**config.mk**
```make
export PLATFORM = sky130hd
export DESIGN_NAME = sched_top
export DESIGN_NICKNAME = d
export VERILOG_FILES = /design/src/rtl/task_pkg.sv /design/src/rtl/core_pkg.sv /design/src/rtl/task_mem.sv /design/src/rtl/mem_arbiter.sv /design/src/rtl/task_scheduler.sv /design/src/rtl/mini_core.sv /design/src/rtl/sched_top.sv
export SDC_FILE = /design/constraint.sdc
export NUM_CORES = 2
export LEC_CHECK = 0
export BUFFER_PORTS_ARGS = -buffer_cell sky130_fd_sc_hd__buf_2
export CORE_AREA = 2 2 470 472
export DETAILED_ROUTE_END_ITERATION = 8
export DIE_AREA = 0 0 472 474
export PLACE_DENSITY_LB_ADDON = 0.15
export SLEW_MARGIN = 25
export SYNTH_ARGS = -nofsm -noshare
export SYNTH_HDL_FRONTEND = slang
export SYNTH_SLANG_ARGS = --single-unit
```
**constraint.sdc**
```tcl
create_clock -name clk -period 4.3 [get_ports clk]
set_input_delay 0 -clock clk [delete_from_list [all_inputs] [get_ports clk]]
set_output_delay 0 -clock clk [all_outputs]
set_load 0.05 [all_outputs]
```
**src/rtl/task_pkg.sv**
```systemverilog
package task_pkg;

	localparam int num_cores = 4;        // Fixed by the packed mask fields

	typedef logic [31:0] word_t;
	typedef logic [5:0] addr_t;          // Task memory address as carried on the buses

	typedef enum logic [1:0] {
		fence_none = 2'd0,               // Wait for own cores only
		fence_acq  = 2'd1,               // Next task waits for all cores
		fence_rel  = 2'd2                // This task waits for all cores
	} fence_e;

	localparam int spare_w = 32 - 22 - num_cores;

	// Control frame, first word of every task
	typedef struct packed {
		logic                 is_ctrl;
		fence_e               fence;
		logic                 stop;
		addr_t                stop_addr;
		logic [num_cores-1:0] core_mask;
		logic [3:0]           insn_count;
		logic [7:0]           r0_init;
		logic [spare_w-1:0]   spare;     // Written as zero
	} ctrl_frame_t;

	// Host write request
	typedef struct packed {
		addr_t addr;
		word_t data;
	} mem_wr_t;

	// Scheduler read request
	typedef struct packed {
		addr_t addr;
	} mem_rd_t;

endpackage

```
**src/rtl/core_pkg.sv**
```systemverilog
package core_pkg;

	typedef enum logic [2:0] {
		op_add = 3'd0,                   // r0 + operand
		op_sub = 3'd1,                   // r0 - operand
		op_xor = 3'd2,                   // r0 ^ operand
		op_shl = 3'd3,                   // r0 << 1
		op_nop = 3'd4
	} opcode_e;

	// Instruction frame payload, low bits of the memory word
	typedef struct packed {
		opcode_e    opcode;
		logic [7:0] operand;
	} insn_t;

	localparam int insn_w = $bits(insn_t);

endpackage

```
**src/rtl/task_mem.sv**
```systemverilog
`timescale 1ns/100ps

module task_mem #(
	parameter int ADDR_W = 6
) (
	input  logic              clk,
	input  logic              en,
	input  logic              we,
	input  logic [ADDR_W-1:0] addr,
	input  task_pkg::word_t   wdata,
	output task_pkg::word_t   rdata
);

	task_pkg::word_t mem [2**ADDR_W];

	always_ff @(posedge clk) begin
		if (en) begin
			if (we) begin
				mem[addr] <= wdata;
			end else begin
				rdata <= mem[addr];      // One cycle read latency
			end
		end
	end

endmodule

```
**src/rtl/mem_arbiter.sv**
```systemverilog
`timescale 1ns/100ps

module mem_arbiter #(
	parameter int ADDR_W = 6
) (
	input  logic              clk,
	input  logic              reset,
	input  logic              host_wr_valid,
	input  task_pkg::mem_wr_t host_wr,
	output logic              host_wr_ready,
	input  logic              rd_valid,
	input  task_pkg::mem_rd_t rd_req,
	output logic              rd_ready,
	output logic              rd_data_valid,
	output task_pkg::word_t   rd_data
);

	logic              wr_fire;
	logic              rd_fire;
	logic              mem_en;
	logic [ADDR_W-1:0] mem_addr;
	logic              rd_pend;

	// Host owns the port whenever it asks
	assign rd_ready = !host_wr_valid;
	assign wr_fire  = host_wr_valid && host_wr_ready;
	assign rd_fire  = rd_valid && rd_ready;
	assign mem_en   = wr_fire || rd_fire;
	assign mem_addr = wr_fire ? ADDR_W'(host_wr.addr) : ADDR_W'(rd_req.addr);

	always_ff @(posedge clk) begin
		if (reset) begin
			host_wr_ready <= 1'b0;       // Port opens one cycle after reset
			rd_pend       <= 1'b0;
		end else begin
			host_wr_ready <= 1'b1;
			rd_pend       <= rd_fire;    // Matches memory latency
		end
	end

	assign rd_data_valid = rd_pend;

	task_mem #(
		.ADDR_W(ADDR_W)
	) u_task_mem (
		.clk  (clk),
		.en   (mem_en),
		.we   (wr_fire),
		.addr (mem_addr),
		.wdata(host_wr.data),
		.rdata(rd_data)
	);

endmodule

```
**src/rtl/task_scheduler.sv**
```systemverilog
`timescale 1ns/100ps

module task_scheduler #(
	parameter int ADDR_W = 6
) (
	input  logic                           clk,
	input  logic                           reset,
	input  logic                           go,
	input  logic                           resume,
	input  logic [task_pkg::num_cores-1:0] core_busy,
	output logic                           rd_valid,
	output task_pkg::mem_rd_t              rd_req,
	input  logic                           rd_ready,
	input  logic                           rd_data_valid,
	input  task_pkg::word_t                rd_data,
	output logic                           insn_valid,
	output core_pkg::insn_t                insn,
	output logic [task_pkg::num_cores-1:0] load_mask,
	output logic                           r0_load,
	output logic [7:0]                     r0_value,
	output logic [task_pkg::num_cores-1:0] start,
	output logic                           halted
);

	typedef enum logic [2:0] {
		st_idle,
		st_fetch_ctrl,
		st_wait_ctrl,
		st_fence,
		st_load,
		st_start,
		st_drain,
		st_halt
	} state_e;

	state_e                state;
	logic [ADDR_W-1:0]     task_ptr;
	task_pkg::ctrl_frame_t ctrl;
	task_pkg::ctrl_frame_t rd_frame;
	logic [3:0]            issue_left;     // Instruction reads not yet issued
	logic                  rd_out;         // One read in flight
	logic                  acq_pend;
	logic                  all_idle;
	logic                  mask_idle;
	logic                  fence_ok;
	logic                  rd_fire;

	assign rd_frame  = task_pkg::ctrl_frame_t'(rd_data);
	assign all_idle  = core_busy == '0;
	assign mask_idle = (core_busy & ctrl.core_mask) == '0;

	// Release or a preceding acquire needs the whole array quiet
	assign fence_ok = (ctrl.fence == task_pkg::fence_rel || acq_pend) ? all_idle : mask_idle;

	assign rd_valid    = state == st_fetch_ctrl ||
		(state == st_load && issue_left != '0 && !rd_out);
	assign rd_fire     = rd_valid && rd_ready;
	assign rd_req.addr = task_pkg::addr_t'(task_ptr);

	assign insn_valid = state == st_load && rd_data_valid;
	assign insn       = core_pkg::insn_t'(rd_data[core_pkg::insn_w-1:0]);
	assign load_mask  = (state == st_fence || state == st_load) ? ctrl.core_mask : '0;
	assign r0_load    = state == st_fence && fence_ok;
	assign r0_value   = ctrl.r0_init;
	assign start      = (state == st_start) ? ctrl.core_mask : '0;
	assign halted     = state == st_halt;

	always_ff @(posedge clk) begin
		if (state == st_wait_ctrl && rd_data_valid && rd_frame.is_ctrl) begin
			ctrl <= rd_frame;
		end
	end

	always_ff @(posedge clk) begin
		if (reset) begin
			state      <= st_idle;
			task_ptr   <= '0;
			issue_left <= '0;
			rd_out     <= 1'b0;
			acq_pend   <= 1'b0;
		end else begin
			case (state)
				st_idle: begin
					if (go) begin
						state <= st_fetch_ctrl;
					end
				end
				st_fetch_ctrl: begin
					if (rd_fire) begin
						state <= st_wait_ctrl;
					end
				end
				st_wait_ctrl: begin
					if (rd_data_valid) begin
						if (rd_frame.is_ctrl) begin
							task_ptr <= task_ptr + 1'b1;
							state    <= st_fence;
						end else begin
							state <= st_fetch_ctrl;    // Poll same word again
						end
					end
				end
				st_fence: begin
					if (fence_ok) begin
						issue_left <= ctrl.insn_count;
						state      <= (ctrl.insn_count == '0) ? st_start : st_load;
					end
				end
				st_load: begin
					if (rd_fire) begin
						rd_out     <= 1'b1;
						task_ptr   <= task_ptr + 1'b1;
						issue_left <= issue_left - 1'b1;
					end
					if (rd_data_valid) begin
						rd_out <= 1'b0;
						if (issue_left == '0) begin
							state <= st_start;
						end
					end
				end
				st_start: begin
					acq_pend <= ctrl.fence == task_pkg::fence_acq;
					state    <= ctrl.stop ? st_drain : st_fetch_ctrl;
				end
				st_drain: begin
					if (all_idle) begin
						state <= st_halt;
					end
				end
				st_halt: begin
					if (resume) begin
						task_ptr <= ADDR_W'(ctrl.stop_addr);
						acq_pend <= 1'b1;              // Resumed task sees a quiet array
						state    <= st_fetch_ctrl;
					end
				end
				default: begin
					state <= st_idle;
				end
			endcase
		end
	end

endmodule

```
**src/rtl/mini_core.sv**
```systemverilog
`timescale 1ns/100ps

module mini_core #(
	parameter int PROG_DEPTH = 8
) (
	input  logic            clk,
	input  logic            reset,
	input  logic            select,
	input  logic            insn_valid,
	input  core_pkg::insn_t insn,
	input  logic            r0_load,
	input  logic [7:0]      r0_value,
	input  logic            start_bit,
	output logic            busy,
	output logic [7:0]      r0
);

	localparam int idx_w = $clog2(PROG_DEPTH);
	localparam int cnt_w = idx_w + 1;

	core_pkg::insn_t  prog [PROG_DEPTH];
	logic [cnt_w-1:0] count;               // Buffered instructions
	logic [cnt_w-1:0] pc;
	logic             buf_wr;
	core_pkg::insn_t  cur;
	logic [7:0]       r0_next;

	assign buf_wr = select && insn_valid && !busy && count < cnt_w'(PROG_DEPTH);
	assign cur    = prog[pc[idx_w-1:0]];

	always_comb begin
		case (cur.opcode)
			core_pkg::op_add: r0_next = r0 + cur.operand;
			core_pkg::op_sub: r0_next = r0 - cur.operand;
			core_pkg::op_xor: r0_next = r0 ^ cur.operand;
			core_pkg::op_shl: r0_next = {r0[6:0], 1'b0};
			default:          r0_next = r0;
		endcase
	end

	always_ff @(posedge clk) begin
		if (buf_wr) begin
			prog[count[idx_w-1:0]] <= insn;
		end
	end

	always_ff @(posedge clk) begin
		if (reset) begin
			count <= '0;
			pc    <= '0;
			busy  <= 1'b0;
			r0    <= '0;
		end else if (busy) begin
			r0 <= r0_next;                  // One instruction per cycle
			pc <= pc + 1'b1;
			if (pc == count - 1'b1) begin
				busy <= 1'b0;
			end
		end else if (select && r0_load) begin
			r0    <= r0_value;
			count <= '0;                    // New task empties the buffer
		end else if (buf_wr) begin
			count <= count + 1'b1;
		end else if (start_bit) begin
			busy <= count != '0;
			pc   <= '0;
		end
	end

endmodule

```
**src/rtl/sched_top.sv**
```systemverilog
`timescale 1ns/100ps

module sched_top #(
	parameter int ADDR_W     = 6,
	parameter int PROG_DEPTH = 8
) (
	input  logic                                clk,
	input  logic                                reset,
	input  logic                                host_wr_valid,
	input  task_pkg::mem_wr_t                   host_wr,
	output logic                                host_wr_ready,
	input  logic                                go,
	input  logic                                resume,
	output logic                                halted,
	output logic [task_pkg::num_cores-1:0]      task_start,
	output logic [task_pkg::num_cores-1:0]      core_busy,
	output logic [task_pkg::num_cores-1:0][7:0] core_r0
);

	logic                           rd_valid;
	task_pkg::mem_rd_t              rd_req;
	logic                           rd_ready;
	logic                           rd_data_valid;
	task_pkg::word_t                rd_data;
	logic                           insn_valid;
	core_pkg::insn_t                insn;
	logic [task_pkg::num_cores-1:0] load_mask;
	logic                           r0_load;
	logic [7:0]                     r0_value;

	mem_arbiter #(
		.ADDR_W(ADDR_W)
	) u_mem_arbiter (
		.clk          (clk),
		.reset        (reset),
		.host_wr_valid(host_wr_valid),
		.host_wr      (host_wr),
		.host_wr_ready(host_wr_ready),
		.rd_valid     (rd_valid),
		.rd_req       (rd_req),
		.rd_ready     (rd_ready),
		.rd_data_valid(rd_data_valid),
		.rd_data      (rd_data)
	);

	task_scheduler #(
		.ADDR_W(ADDR_W)
	) u_task_scheduler (
		.clk          (clk),
		.reset        (reset),
		.go           (go),
		.resume       (resume),
		.core_busy    (core_busy),
		.rd_valid     (rd_valid),
		.rd_req       (rd_req),
		.rd_ready     (rd_ready),
		.rd_data_valid(rd_data_valid),
		.rd_data      (rd_data),
		.insn_valid   (insn_valid),
		.insn         (insn),
		.load_mask    (load_mask),
		.r0_load      (r0_load),
		.r0_value     (r0_value),
		.start        (task_start),
		.halted       (halted)
	);

	for (genvar i = 0; i < task_pkg::num_cores; i++) begin : g_core
		mini_core #(
			.PROG_DEPTH(PROG_DEPTH)
		) u_mini_core (
			.clk       (clk),
			.reset     (reset),
			.select    (load_mask[i]),
			.insn_valid(insn_valid),
			.insn      (insn),
			.r0_load   (r0_load),
			.r0_value  (r0_value),
			.start_bit (task_start[i]),
			.busy      (core_busy[i]),
			.r0        (core_r0[i])
		);
	end

endmodule

```
; ---- Word level (Yosys, flattened, before mapping)
; Memory sizes are Yosys's and may differ from the RTL's. A register that Yosys moved wholly into a read port is not among the register bits.
; Cells that the tools add are included.
[totals]
ramBits = 2400
n_memories = 5
register_bits = 110
out_inout_bits = 42
inputBits = 43
wordCells = 303
[classes]
muxes = 104
n_addsub = 22
magnitude_cmp = 4
n_eq_ne = 47
bitwise = 10
reduce_logical = 82
[mem_list]
columns = memory, depth, word_bits, rd, rd_ports_with_merged_regs, wr, line
row1 = u_mem_arbiter.u_task_mem.mem, 64, 32, 1, 1, 1, task_mem.sv:14  ; task_pkg::word_t mem [2**ADDR_W];
row2 = g_core[0].u_mini_core.prog, 8, 11, 1, 1, 1, mini_core.sv:21  ; core_pkg::insn_t prog [PROG_DEPTH];
row3 = g_core[1].u_mini_core.prog, 8, 11, 1, 1, 1, mini_core.sv:21
row4 = g_core[2].u_mini_core.prog, 8, 11, 1, 1, 1, mini_core.sv:21
row5 = g_core[3].u_mini_core.prog, 8, 11, 1, 1, 1, mini_core.sv:21
[ops]
columns = cell, n
row1 = case mux 8 bit (4 select lines), 4
row2 = 2-to-1 mux 4 bit, 28
row3 = 2-to-1 mux 8 bit, 8
row4 = 2-to-1 mux 3 bit, 17
row5 = 2-to-1 mux 1 bit, 37
row6 = "adder 4 x 1 -> 4 bit, second input constant", 8
row7 = adder 8 bit, 4
row8 = subtractor 8 bit, 4
row9 = bitwise XOR 8 bit, 4
row10 = "== test 3 x 2 -> 1 bit, second input constant", 10
row11 = 2-to-1 mux 6 bit, 5
row12 = nonzero test 2 bit, 15
row13 = logical AND 1 bit, 24
row14 = case mux 3 bit (8 select lines), 1
row15 = AND reduction 2 bit, 11
row16 = "inequality test 2 x 1 -> 1 bit, second input constant", 10
row17 = "inequality test 5 bit, second input constant", 4
row18 = nonzero test 4 bit, 5
row19 = "subtractor 4 x 1 -> 4 bit, second input constant", 5
row20 = case mux 6 bit (3 select lines), 1
row21 = == test 4 bit, 4
row22 = zero test 4 bit, 4
row23 = "< comparator 4 bit, second input constant", 4
row24 = "inequality test 2 bit, second input constant", 8
row25 = 17 further kinds, 44

; ---- Logic depth before layout (Yosys ltp)
[depth]
depth_word = 11
mapped_depth = 16
depth_no_buf = 14

; ---- Modules after synthesis
; Synthesis repeated with hierarchy kept, for this count alone.
[unflattened]
cells_unflattened = 6019
hier_area_um2 = 100680.3
[modules_own_cells]
columns = module, cells_per_inst, area_per_inst_um2, seq_area_each_um2, n_inst
row1 = task_mem, 4436, 78496.5, 62459.9, 1
row2 = mini_core at g_core[0].u_mini_core ..., 339, 4974.8, 3042.9, 3
row3 = mini_core at g_core[3].u_mini_core, 345, 5007.3, 3042.9, 1
row4 = task_scheduler, 206, 2085.8, 1051.0, 1
row5 = mem_arbiter, 15, 166.4, 40.0, 1

; ---- Least setup slack after synthesis
; Ideal clock, no wire load.
[synth_timing]
kind = flip-flop to flip-flop
startpoint = register u_mem_arbiter.host_wr_ready
endpoint = memory u_mem_arbiter.u_task_mem.mem[46][0] (netlist name) (enable)
path_buffers = 5
period_less_slack_ns = 5.159
setup_ns = 0.461
slack_ns = -0.859
stages_incl_launch_ff = 10
t_required_ns = 3.839
t_arrival_ns = 4.698
path_cell_list = dfxtp_1 buf_4 nand2_1 a21oi_2 buf_2 buf_1 clkbuf_1 buf_1 nand2_1 nor3_1
[synth_between]
elab_chain_cells = 4
elab_cells_between_ends = 6
cone_classes = 4 x mux / 2 x reduce/logical
[synth_rtl]
columns = item, line
row1 = "start, declared", mem_arbiter.sv:10  ; output logic host_wr_ready,
row2 = "start signal, assigned", mem_arbiter.sv:33  ; host_wr_ready <= 1'b0;
row3 = "start signal, assigned", mem_arbiter.sv:36  ; host_wr_ready <= 1'b1;
row4 = logical AND 1 bit *, mem_arbiter.sv:26  ; assign wr_fire = host_wr_valid && host_wr_ready;
row5 = 2-to-1 mux 1 bit or logical OR 1 bit (tied branches), "task_mem.sv:18, mem_arbiter.sv:28"
row6 = 2-to-1 mux 1 bit, task_mem.sv:17  ; if (en) begin
row7 = 2-to-1 mux 1 bit (implied by the code), task_mem.sv:19  ; mem[addr] <= wdata;
row8 = "end, declared", task_mem.sv:14
; Every way passes the cells marked *; elsewhere a longest branch is shown, timed or not.

; ---- Worst setup path in the final report
[layout_timing]
startpoint = register u_mem_arbiter.host_wr_ready
endpoint = register u_mem_arbiter.u_task_mem.rdata[24] (read register of u_mem_arbiter.u_task_mem.mem), data pin
[layout_between]
elab_chain_cells = 3
elab_cells_between_ends = 5
cone_classes = 1 x mux / 1 x bitwise / 3 x reduce/logical
[layout_rtl]
columns = item, line
row1 = logical AND 1 bit *, mem_arbiter.sv:26
row2 = logical OR 1 bit or inverter 1 bit (tied branches), n/a
row3 = AND reduction 2 bit (no source line), n/a
row4 = "end, declared", task_mem.sv:11  ; output task_pkg::word_t rdata
; Marks and branches as above.
; A chain may end at the register's enable or synchronous reset.

==> metrics.csv <==
stage;metric;value;unit
status;status;complete, no violations;
global_routing;initial antenna violation count;22;
clock_network;Reg clk slew, reported paths;0.06;ns
sta;final setup fails;0;
floorplanning;core outline area;219000;um^2
sta;Clock Skew;0.0714;ns
sta;Max Freq;243;MHz
floorplanning;die area;224000;um^2
worst_setup_path;WP data required;4.79;ns
synth;Syn Area/Cell;17.2;um^2
global_routing;pin count of the biggest net entering global routing;85;
synth;dominant cell type by area after synthesis;edfxtp_1;
clock_network;CTS Buf Count;287;
route;Avg WL per Cell;34.2;um
synth;main flop type after synthesis;edfxtp_1;
worst_setup_path;WP depth;10;
synth;Mapped Cells;5675;
synth;most frequent cell after synthesis;edfxtp_1;
global_routing;total grt overflow;0;
sta;Slew Viols, Final;0;
synth;Synth top cells by count;2457 x edfxtp_1, 587 x a22oi_1, 258 x nand2_1, 206 x nor2_1, 198 x mux2i_1;
sta;Max-slew headroom;0.238;
synth;asr flop ratio synth;0;
pwr;Clock power frac;0.442;
route;Via-to-Cell Ratio;6.37;
synth;Seq/Total Area, Yosys;0.774;
placed_design;post-detail-place hpwl;188;mm
placed_design;RD Place Congestion;0.837;
pwr;Reg power frac;0.521;
clock_network;Root Buffer;clkbuf_16;
worst_setup_path;crit path buf inv count;3;
clock_network;CTS tree;yes;
worst_setup_path;R2R depth;10;
floorplanning;Initial Utilization;0.447;
final_layout;storage element area;75700;um^2
placed_design;placed cell count;8689;
route;Final ANT Viol Nets;0;
clock_network;clock buffer depth;4;
pwr;P_int;41.6;mW
pwr;P_sw;11.1;mW
worst_setup_path;peak fanout along the critical path;12;
hold_path;Min-Delay Path Depth;6;
hold_path;Worst Hold Class;in -> reg;
floorplanning;FP Rows;172;
synth;syn_nets;5772;
route;Met2 Routed Length;150;mm
route;max layer used;met5;
worst_setup_path;most used cell along the critical path;buf_4;
route;wl on met1;126;mm
route;routed via count;58800;
sta;worst slew pin tran;1.14;ns
sta;worst hold margin;0.103;ns
route;total routed wirelength;315;mm
worst_setup_path;critical path's largest stage delay;0.75;ns
placed_design;placed inst area;105000;um^2
final_layout;Final Util;0.522;
worst_setup_path;CP endpoint kind;flip-flop;
final_layout;filler instances;17600;
synth;Synth top area share;0.754;
synth;FF+latch count, synth;2554;
synth;synth warn;0;
final_layout;share of post-route cells with drive strength above 1;0.182;
sta;RSZ-0062 raised after global routing;no;
synth;Distinct cells, synth;84;
pwr;combinational share of power;0.037;
pwr;VDD IR-drop max;345;uV
pwr;Power per Cell Area;462;nW/um^2
worst_setup_path;crit path kind;reg -> reg;
synth;Post-synth EDFFs;2457;
global_routing;Total GRT Usage;0.278;
final_layout;Final nets;6253;
global_routing;number of global-route vias before repair;55900;
pwr;sw frac;0.211;
worst_setup_path;worst path cell trace;and2_2 > buf_4 > nand2_1 > nand2_2 > buf_4 > nor2_2 > buf_4 > o21ai_0 > nor4bb_4 > nand4_1;
worst_setup_path;Crit path arrival time;4.61;ns
pwr;Pwr Total;52.7;mW
final_layout;Finished Layout Cells;9229;
synth;ranking of synthesized cells by area;edfxtp_1 75%, a22oi_1 4.5%, mux2i_1 2.0%, dfxtp_1 2.0%, mux4_2 2.0%;
clock_network;worst skew pair latency;0.94;ns
worst_setup_path;Crit-path slowest cell;nor4bb_4;
floorplanning;die span in x;472;um
placed_design;Port Buffers;84;
sta;fraction of the cycle the final worst path needs;0.959;
flow_run;max cap viols;0;
worst_setup_path;kind of cell adding the most delay to the critical path;simple AND/OR/NAND/NOR gates;
synth;Synth Cell Area;97800;um^2
final_layout;synthesis-to-finish area growth;16.6;%
floorplanning;IO Pins;85;
route;First-pass DRT Iterations;8;
route;initial DRC count;7582;
floorplanning;Die H;474;um
sta;clock period minus worst slack;4.12;ns
final_layout;area of the multi-input gates;21000;um^2
worst_setup_path;startpoint types;flip-flop;
sta;final hold vios;0;
clock_network;CTS Sinks;2554;
final_layout;Final Cell Area;114000;um^2
route;DRC viols;0;
pwr;LEAKAGE;36.2;nW
route;Met3 Routed Length;29.2;mm
worst_setup_path;R2R Setup Slk;0.18;ns
clock_network;H-tree Lvls;5;
global_routing;first-pass GRT wire length;439;mm
layout make-up:
class	count	share of cell area
sequential	2554	0.664
multi-input combinational	2718	0.184
clock buffer	350	0.0662
timing repair buffer	542	0.0418
tap	2871	0.0315
clock inverter	136	0.0108
inverter	53	0.00174
antenna	5	0.000110
registers in the layout, summed over array words and instances (netlist names), named ones only:
signal / count
u_task_scheduler.state: 3
u_mem_arbiter.host_wr_ready: 1
u_task_scheduler.ctrl: 17
u_mem_arbiter.u_task_mem.rdata: 32
u_mem_arbiter.u_task_mem.mem: 2048
g_core.u_mini_core.count: 16
u_task_scheduler.acq_pend: 1
u_task_scheduler.issue_left: 4
g_core.u_mini_core.pc: 16
g_core.u_mini_core.r0: 32
u_mem_arbiter.rd_data_valid: 1
g_core.u_mini_core.busy: 4
g_core.u_mini_core.prog: 352
u_task_scheduler.r0_value: 8
u_task_scheduler.rd_out: 1
u_task_scheduler.rd_req: 6
worst paths after layout:
path / from / end
min reg2reg: u_mem_arbiter.u_task_mem.rdata[29] / u_task_scheduler.ctrl[29]
max: u_mem_arbiter.host_wr_ready / u_mem_arbiter.u_task_mem.rdata[24]
min: host_wr[35] / u_mem_arbiter.u_task_mem.rdata[15]
max reg2reg: u_mem_arbiter.host_wr_ready / u_mem_arbiter.u_task_mem.rdata[24]
per-stage QoR:
| stage | setup slack, ns | setup TNS [ns] |
|---|---|---|
| after global placement | -0.958 | -0.958 |
| after CTS | 0.0976 | 0 |
| after global routing | 0.00793 | 0 |
| after floorplan | -0.859 | -64.73 |
| final | 0.177 | 0 |
| after detailed placement | 0.112 | 0 |
power groups by stage:
| stage | registers, mW | clock network, mW | logic (mW) |
|---|---|---|---|
| floorplan | 28.0 | 0 | 0.710 |
| global placement | 28.0 | 0 | 1.84 |
| global route | 27.5 | 24.5 | 2.03 |
| finish | 27.5 | 23.3 | 1.93 |
| CTS | 27.5 | 23.6 | 1.90 |
| detailed placement | 28.0 | 0 | 1.87 |
per-layer routing:
metal	track usage	up-vias
li1	-	24200
met1	0.384	30600
met2	0.451	3310
met3	0.0501	578
met4	0.0802	16
met5	0	-
layout by cell type (no fill, tap or decap), types with 54 or more instances in the layout:
cell       count
edfxtp_1    2457
buf_2         72
and3_1        80
o21ai_0       91
dfxtp_1       94
clkbuf_16    291
a31oi_1      108
a221oi_1      55
clkbuf_1      54
nand2_1      253
buf_12        62
nor2_4        67
buf_4        366
a41oi_1       57
xnor2_1       73
nor2_1       138
mux4_2        85
mux2i_1      198
a22oi_1      586
a21oi_1      181
tightest hold or removal path: stages:
cell and delay, ns:
buf_2 0.18, mux2i_2 0.10, buf_4 0.20, a41oi_1 0.22
o21ai_0 0.12, nand4_1 0.07
repair_timing:
action	CTS	global route
buffers inserted	0	7
hold endpoints to repair	2108	0
hold buffers	41	0
resized for setup	0	6
endpoints found under the setup margin	0	6
kinds of logic (layout without fill, tap and decap cells):
kind of cell             Yosys count  count (layout)  synth area share
flip-flops                      2554            2554             0.774
AO/OA/AOI/OAI                   1412            1412             0.105
AND/OR/NAND/NOR                  817             818            0.0402
buffers and inverters            404            1081            0.0184
multiplexers                     332             332            0.0456
XOR/XNOR                         102             102           0.00955
adder cells (fa/ha/maj)           54              54           0.00721
other                              0               5                 0
Note: power is estimated with default switching activity, not from simulation.
